==> config.mk <==
export PLATFORM = sky130hd
export DESIGN_NAME = fir_top
export DESIGN_NICKNAME = d
export VERILOG_FILES = /design/src/fir_pkg.sv /design/src/fir_shift_reg.sv /design/src/fir_tap_products.sv /design/src/fir_adder_tree.sv /design/src/fir_top.sv
export VERILOG_INCLUDE_DIRS = /design/src
export SDC_FILE = /design/constraint.sdc
export NUM_CORES = 2
export LEC_CHECK = 0
export ABC_AREA = 0
export BUFFER_PORTS_ARGS = -buffer_cell sky130_fd_sc_hd__buf_2
export CAP_MARGIN = 15
export CORE_ASPECT_RATIO = 0.8
export CORE_MARGIN = 5
export CORE_UTILIZATION = 30
export CTS_CLUSTER_DIAMETER = 30
export CTS_CLUSTER_SIZE = 12
export DETAILED_ROUTE_END_ITERATION = 8
export PLACE_DENSITY = 0.43
export SKIP_CTS_REPAIR_TIMING = 1
export SLEW_MARGIN = 20
export SYNTH_ARGS = -nofsm -noshare
export SYNTH_HDL_FRONTEND = slang
export SYNTH_SLANG_ARGS = --single-unit
==> constraint.sdc <==
create_clock -name clk -period 21.2 [get_ports clk]
set_input_delay 1.06 -clock clk [delete_from_list [all_inputs] [get_ports clk]]
set_output_delay 1.06 -clock clk [all_outputs]
set_load 0.05 [all_outputs]
==> src/fir_macros.svh <==
// Sizes and coefficient values for the 30-tap symmetric FIR filter.
// Included by the package and by every module that needs a size or a coefficient.
`ifndef FIR_MACROS_SVH
`define FIR_MACROS_SVH

// sample and arithmetic width, all sums wrap here
`define FIR_DW 18

// taps in the delay line and the unique coefficients of the symmetric set
`define FIR_TAPS 30
`define FIR_UNIQ 15

// taps plus the output register
`define FIR_VALID_DEPTH 31

// coefficient k weights the pair sum of tap k and tap 29-k
`define FIR_COEFF_0 (88)
`define FIR_COEFF_1 (0)
`define FIR_COEFF_2 (-97)
`define FIR_COEFF_3 (-197)
`define FIR_COEFF_4 (-294)
`define FIR_COEFF_5 (-380)
`define FIR_COEFF_6 (-447)
`define FIR_COEFF_7 (-490)
`define FIR_COEFF_8 (-504)
`define FIR_COEFF_9 (-481)
`define FIR_COEFF_10 (-420)
`define FIR_COEFF_11 (-319)
`define FIR_COEFF_12 (-178)
`define FIR_COEFF_13 (0)
`define FIR_COEFF_14 (212)

`endif

==> src/fir_pkg.sv <==
// Data types shared by the FIR filter modules.
// Modules refer to these as fir_pkg::name.
`default_nettype none

`include "fir_macros.svh"

package fir_pkg;

	// ************************************************************************
	// sample and word types
	// ************************************************************************

	// one signed sample, also used for every wrapped sum and product
	typedef logic signed [`FIR_DW-1:0] sample_t;

	// whole delay line, stage 0 is the newest sample
	typedef sample_t [`FIR_TAPS-1:0] tap_window_t;

	// one wrapped product per mirror pair
	typedef sample_t [`FIR_UNIQ-1:0] product_bank_t;

endpackage

`default_nettype wire

==> src/fir_shift_reg.sv <==
// Enabled shift register with every stage visible on the output.
// The element type is a parameter, so one module serves samples and valid bits.
`timescale 1ns/1ps
`default_nettype none

module fir_shift_reg #(
	parameter type T = logic,
	parameter int DEPTH = 2
) (
	input  wire logic       i_clk,
	input  wire logic       i_reset,
	input  wire logic       i_clk_ena,
	input  wire T           i_data,
	output T [DEPTH-1:0]    o_taps
);

	// stage 0 takes the input, higher stages are older
	T [DEPTH-1:0] stages;

	// ************************************************************************
	// shift chain
	// ************************************************************************

	always_ff @(posedge i_clk or posedge i_reset) begin
		if (i_reset) begin
			stages <= '0;
		end else if (i_clk_ena) begin
			stages <= {stages[DEPTH-2:0], i_data};
		end
	end

	assign o_taps = stages;

	// ************************************************************************
	// checks
	// ************************************************************************

	// a low enable freezes the whole chain for that edge
	a_hold_when_disabled: assert property (
		@(posedge i_clk) disable iff (i_reset)
		!i_clk_ena |=> $stable(stages)
	) else $error("shift register moved with clock enable low");

endmodule

`default_nettype wire

==> src/fir_tap_products.sv <==
// Symmetric pre-adders and fixed coefficient multipliers of the FIR filter.
// Purely combinational; turns the tap window into one product per mirror pair.
`timescale 1ns/1ps
`default_nettype none

`include "fir_macros.svh"

module fir_tap_products (
	input  wire fir_pkg::tap_window_t i_taps,
	output fir_pkg::product_bank_t    o_products
);

	// coefficient k belongs to taps k and 29-k
	localparam fir_pkg::sample_t COEFF [`FIR_UNIQ] = '{
		`FIR_COEFF_0,
		`FIR_COEFF_1,
		`FIR_COEFF_2,
		`FIR_COEFF_3,
		`FIR_COEFF_4,
		`FIR_COEFF_5,
		`FIR_COEFF_6,
		`FIR_COEFF_7,
		`FIR_COEFF_8,
		`FIR_COEFF_9,
		`FIR_COEFF_10,
		`FIR_COEFF_11,
		`FIR_COEFF_12,
		`FIR_COEFF_13,
		`FIR_COEFF_14
	};

	// ************************************************************************
	// pre-add and multiply per mirror pair
	// ************************************************************************

	for (genvar k = 0; k < `FIR_UNIQ; k++) begin : g_pair
		fir_pkg::sample_t pair_sum;
		fir_pkg::sample_t product;

		// wraps in 18 bits, no growth bit
		assign pair_sum = i_taps[k] + i_taps[`FIR_TAPS-1-k];

		// 18-bit context keeps only the low half of the full product
		assign product = pair_sum * COEFF[k];

		assign o_products[k] = product;
	end

endmodule

`default_nettype wire

==> src/fir_adder_tree.sv <==
// Balanced adder tree over the 15 tap products, followed by the output register.
// All levels are combinational; the register loads only on enabled edges.
`timescale 1ns/1ps
`default_nettype none

`include "fir_macros.svh"

module fir_adder_tree (
	input  wire logic                   clk,
	input  wire logic                   reset,
	input  wire logic                   i_clk_ena,
	input  wire fir_pkg::product_bank_t i_products,
	output fir_pkg::sample_t            o_out
);

	// level widths shrink 15 -> 8 -> 4 -> 2 -> 1
	fir_pkg::sample_t [7:0] sum_l1;
	fir_pkg::sample_t [3:0] sum_l2;
	fir_pkg::sample_t [1:0] sum_l3;
	fir_pkg::sample_t       sum_l4;

	// ************************************************************************
	// tree levels
	// ************************************************************************

	always_comb begin
		// level 1, seven pairs and the odd product passed straight up
		for (int i = 0; i < 7; i++) begin
			sum_l1[i] = i_products[2*i] + i_products[2*i+1];
		end
		sum_l1[7] = i_products[`FIR_UNIQ-1];

		// level 2
		for (int i = 0; i < 4; i++) begin
			sum_l2[i] = sum_l1[2*i] + sum_l1[2*i+1];
		end

		// level 3
		for (int i = 0; i < 2; i++) begin
			sum_l3[i] = sum_l2[2*i] + sum_l2[2*i+1];
		end

		// level 4, final wrapped sum
		sum_l4 = sum_l3[0] + sum_l3[1];
	end

	// ************************************************************************
	// output register
	// ************************************************************************

	always_ff @(posedge clk or posedge reset) begin
		if (reset) begin
			o_out <= '0;
		end else if (i_clk_ena) begin
			o_out <= sum_l4;
		end
	end

	// output stays put across an edge with the enable low
	a_out_hold: assert property (
		@(posedge clk) disable iff (reset)
		!i_clk_ena |=> $stable(o_out)
	) else $error("o_out changed with clock enable low");

endmodule

`default_nettype wire

==> src/fir_top.sv <==
// Top level of the 30-tap symmetric FIR filter.
// Sample delay line, pair products and adder tree, plus a matching valid delay.
`timescale 1ns/1ps
`default_nettype none

`include "fir_macros.svh"

module fir_top (
	input  wire logic             clk,
	input  wire logic             reset,
	input  wire logic             i_clk_ena,
	input  wire logic             i_valid,
	input  wire fir_pkg::sample_t i_in,
	output logic                  o_valid,
	output fir_pkg::sample_t      o_out
);

	fir_pkg::tap_window_t           taps;
	fir_pkg::product_bank_t         products;
	logic [`FIR_VALID_DEPTH-1:0]    valid_taps;

	// ************************************************************************
	// data path
	// ************************************************************************

	// last 30 enabled samples, stage 0 newest
	fir_shift_reg #(
		.T     (fir_pkg::sample_t),
		.DEPTH (`FIR_TAPS)
	) i_sample_delay (
		.i_clk     (clk),
		.i_reset   (reset),
		.i_clk_ena (i_clk_ena),
		.i_data    (i_in),
		.o_taps    (taps)
	);

	fir_tap_products i_tap_products (
		.i_taps     (taps),
		.o_products (products)
	);

	fir_adder_tree i_adder_tree (
		.clk        (clk),
		.reset      (reset),
		.i_clk_ena  (i_clk_ena),
		.i_products (products),
		.o_out      (o_out)
	);

	// ************************************************************************
	// valid path
	// ************************************************************************

	// one stage deeper than the taps to cover the output register
	fir_shift_reg #(
		.T     (logic),
		.DEPTH (`FIR_VALID_DEPTH)
	) i_valid_delay (
		.i_clk     (clk),
		.i_reset   (reset),
		.i_clk_ena (i_clk_ena),
		.i_data    (i_valid),
		.o_taps    (valid_taps)
	);

	assign o_valid = valid_taps[`FIR_VALID_DEPTH-1];

endmodule

`default_nettype wire

Word-level counts from Yosys, hierarchy flattened. Cells that the tools add are included.

Register bits after elaboration: 589. Bits of input ports: 22. Output and inout port bits: 19. Logic and storage cells: 70.

Add/sub/neg operators: 25. $mul: 13.

Operators with widths (count): adder 18 bit (25); multiplier 18 x 10 -> 18 bit, second input constant (3); multiplier 18 x 8 -> 16 bit, second input constant (2); multiplier 18 x 9 -> 17 bit, second input constant (2); multiplier 18 x 5 -> 15 bit, second input constant (1); multiplier 18 x 7 -> 15 bit, second input constant (1); multiplier 18 x 7 -> 16 bit, second input constant (1); multiplier 18 x 8 -> 17 bit, second input constant (1); multiplier 18 x 8 -> 18 bit, second input constant (1); multiplier 18 x 9 -> 18 bit, second input constant (1).

Longest topological paths before layout.
Depth after elaboration: 6. Mapped depth: 55. Mapped depth without buffers: 55.

Modules after synthesis. Synthesis repeated with hierarchy kept, for this count alone.

Cell total of the unflattened synthesis: 5177. Area total of the unflattened synthesis: 57670.3 µm².

Modules (own cells, without submodules): fir_tap_products (instances 1, cells each 3258, area an instance 29165.5 µm², sequential area each 0.0 µm²); fir_shift_reg at i_sample_delay (instances 1, cells each 1141, area an instance 20248.2 µm², sequential area each 13513.0 µm²); fir_adder_tree (instances 1, cells each 712, area an instance 7094.3 µm², sequential area each 450.4 µm²); fir_shift_reg at i_valid_delay (instances 1, cells each 66, area an instance 1162.4 µm², sequential area each 775.7 µm²).

Worst setup path before layout. OpenSTA, ideal clock, no wires.

Kind: reg2reg. Start point: register i_sample_delay.stages, in the netlist i_sample_delay.o_taps[73]. End point: register i_adder_tree.o_out[17]. Setup time: 0.077 ns. Data arrival time: 12.662 ns. Data required time: 21.123 ns. Slack: 8.460 ns. Cell stages (with the launch flop): 54. Buffers on the path: 0. Period minus slack after synthesis: 12.740 ns. Cells stage by stage: dfrtp_1 ha_1 a21o_1 a21oi_1 o21bai_1 a21oi_1 o21bai_1 a21oi_1 xnor2_1 ha_1 inv_1 fa_1 inv_1 fa_1 fa_1 inv_1 fa_1 inv_1 [... 18 more ...] fa_1 inv_1 fa_1 fa_1 xnor2_1 xnor2_1 xnor2_1 xnor3_1 xnor3_1 xnor2_1 xnor3_1 xnor3_1 xor3_1 xnor3_1 xnor2_1 xnor2_1 xnor3_1 a21oi_1.

Word-level cells in the longest chain between the ends: 6.

Ends and longest elaborated chain: start: declaration (RTL line fir_shift_reg.sv:18) `T [DEPTH-1:0] stages;`; start signal: assignment (RTL line fir_shift_reg.sv:28) `stages <= {stages[DEPTH-2:0], i_data};`; adder 18 bit (RTL line fir_tap_products.sv:41) `` assign pair_sum = i_taps[k] + i_taps[`FIR_TAPS-1-k]; ``; multiplier 18 x 9 -> 17 bit (RTL line fir_tap_products.sv:44) `assign product = pair_sum * COEFF[k];`; adder 18 bit (RTL line fir_adder_tree.sv:29) `sum_l1[i] = i_products[2*i] + i_products[2*i+1];`; adder 18 bit (RTL line fir_adder_tree.sv:35) `sum_l2[i] = sum_l1[2*i] + sum_l1[2*i+1];`; adder 18 bit (RTL line fir_adder_tree.sv:40) `sum_l3[i] = sum_l2[2*i] + sum_l2[2*i+1];`; adder 18 bit (RTL line fir_adder_tree.sv:44) `sum_l4 = sum_l3[0] + sum_l3[1];`; end signal: assignment (RTL line fir_adder_tree.sv:55) `o_out <= sum_l4;`; end: declaration (RTL line fir_adder_tree.sv:13) `output fir_pkg::sample_t o_out`.

Every way passes these cells. A chain may end at the register's enable or synchronous reset.

Worst setup path after layout.
Start point: register i_sample_delay.stages, in the netlist i_sample_delay.o_taps[126]. End point: register i_adder_tree.o_out[17].

The elaborated chain is that of the path after synthesis.

==> reports/qor.txt <==
Die width: 484.9 um
Vias per cell: 4.482
Placed instance count: 7,117
Status: completed
Startpoint Class: flop
Fill cell count: 18,027
Slowest-stage cell, CP: a211oi_1
CP Data Arrival Time: 15,030 ps
Core Footprint: 179,500 um2
PortBufs: 40
Cell taking the most area after synthesis: dfrtp_1
Clock tree sinks: 583
Tcrit/Tclk final: 67.66%
CTS Buf Count: 161
Syn_area_per_cell: 11.52 um2
Worst path required time: 21,890 ps
Setup crit end kind: flop
Residual DRC: 0
Critical path buffer and inverter count: 6
Sequential area share after synthesis: 26.95%
Vias in the first global route: 34,706
Gr ovfl total: 0
Rows: 139
Final WL: 157,200 um
Netlist cell types: 66
Setup CP Type: reg -> reg
Top cell by count, worst path: fa_1
Critical path's largest stage delay: 660 ps
Worst Hold Class: in -> async
FF+latch count, synth: 583
CP Max Fanout: 3
Initial antenna violation count: 7
Worst-Margin Slew: 1158 ps
Slew Limit Headroom: 22.26%
Syn Std Cell Area: 54,140 um2
CTS tree: built
H-tree depth: 4
Die area: 189,100 um2
Commonest non-fill, non-tap cell in the layout: inv_1
FF/Latch Area: 14,590 um2
Vias: 33,247
Total GRT Usage: 16.90%
Multi-input gate area: 35,870 um2
Place WS: 7001 ps
Final GP Congestion: 0.8755
Drt first-iter violations: 1,931
Delay-heaviest family, CP: adder cells
Die Height: 390.0 um
Synth top area cells: dfrtp_1 27%, fa_1 21%, ha_1 18%, mux2_2 12%, inv_1 6.4%
Max Slew Vio Count: 0
Tmin final: 14,340 ps
Clk buf depth: 3
Final Cell Area: 63,260 um2
Final Setup Violations: 0
Syn_nets: 6,054
Fin nets: 6,238
Starting density of the core: 30.16%
Fmax: 0.06972 GHz
Syn Inst Count: 4,700
Ys async rst share: 100.0%
Number of flops mapped to enable cells by yosys: 0
Clock slew at reported path FFs: 50 ps
Final Hold Fails: 0
Max Clock Skew: 47.99 ps
Layout cells sized above 1: 19.55%
Post-synth top area share: 26.95%
Placed Area: 57,510 um2
Final cell count without fillers: 7,418
Most frequent cells in the layout: 929 x inv_1, 775 x ha_1, 583 x dfrtp_1, 577 x mux2_2, 557 x fa_1
Remaining antenna violation count: 0
Synth Warn #: 0
Layout area overhead: 16.85%
Initial DRT Pass Iterations: 5
RSZ-0062 raised after global routing: no
Final worst slack: 6857 ps
Final HPWL DP: 132,600 um
Root buf cell: clkbuf_16
Most used DFF post-synth: dfrtp_1
First-pass GRT wire length: 235,800 um
Largest net degree at the start of global routing: 137
IO Pins: 41
Wire per inst: 21.20 um
Clk_lat worst skew: 790 ps
Setup TNS: 0 ps
Max cap viols: 0
==> flip-flops by register name, summed over array words and instances (netlist names) <==
register,count
i_sample_delay.o_taps,534
i_valid_delay.o_taps,31
i_adder_tree.o_out,18
==> stage by stage <==
step / hold slack [ps] / util (%)
3_3_place_gp: 479.7 / 32.04
4_1_cts: 433.4 / 35.22
5_1_grt: 241.0 / 35.24
6_report: 268.3 / 35.25
2_1_floorplan: 475.0 / -
3_5_place_dp: 488.1 / 32.04
==> synth_stat cells (47+ instances only) <==
master    number
nor2_1       106
mux2_2       577
ha_1         775
o21bai_1      63
dfrtp_1      583
xor2_1        88
o21ai_0       70
clkbuf_1      58
nand2_1       47
inv_1        930
a21o_1        66
fa_1         557
xnor2_1      298
a21oi_1      198
==> final cells by class <==
class                      count  area share [%]
multi-input combinational   3122           56.70
tap                         2397           4.741
antenna                        3         0.01187
clock inverter                90           1.839
clock buffer                 207           7.184
timing repair buffer          86          0.9296
sequential                   583           23.06
inverter                     930           5.530
==> cell families after synthesis <==
| family | count (synthesis) | synth area share [%] |
|---|---|---|
| AOI/OAI and AO/OA | 525 | 6.159 |
| xor gates and xnor gates | 403 | 6.959 |
| adders and majority gates | 1332 | 38.51 |
| buffers and inverters | 995 | 6.899 |
| DFF | 583 | 26.95 |
| muxes | 579 | 12.04 |
| and+or+nand+nor | 283 | 2.487 |
==> final timing paths <==
kind / startpoint / to / slack [ps] / depth (start not counted)
setup / recovery: i_sample_delay.o_taps[126]$_DFFE_PP0P_ / i_adder_tree.o_out[17]$_DFFE_PP0P_ / 6860 / 48
hold / removal: reset / i_sample_delay.o_taps[449]$_DFFE_PP0P_ / 270 / 2
setup reg to reg: i_sample_delay.o_taps[126]$_DFFE_PP0P_ / i_adder_tree.o_out[17]$_DFFE_PP0P_ / 6860 / 48
hold reg to reg: i_valid_delay.o_taps[6]$_DFFE_PP0P_ / i_valid_delay.o_taps[7]$_DFFE_PP0P_ / 490 / 1
max in group asynchronous: reset / i_adder_tree.o_out[10]$_DFFE_PP0P_ / 18240 / 5
min in group clk: i_valid_delay.o_taps[6]$_DFFE_PP0P_ / i_valid_delay.o_taps[7]$_DFFE_PP0P_ / 490 / 1
==> routing by layer <==
metal	vias up	part of all wire, %	GRT usage (%)	wire length, um
li1	15919	-	-	-
met2	648	40	23.15	62340
met1	16511	53	26.21	82650
met3	167	5.7	4.159	8939
met4	2	2.1	4.207	3297
met5	-	0.0083	0	13
Power is not shown: default switching activity piles up to over one toggle a cycle in this logic, so the estimate is an artifact.
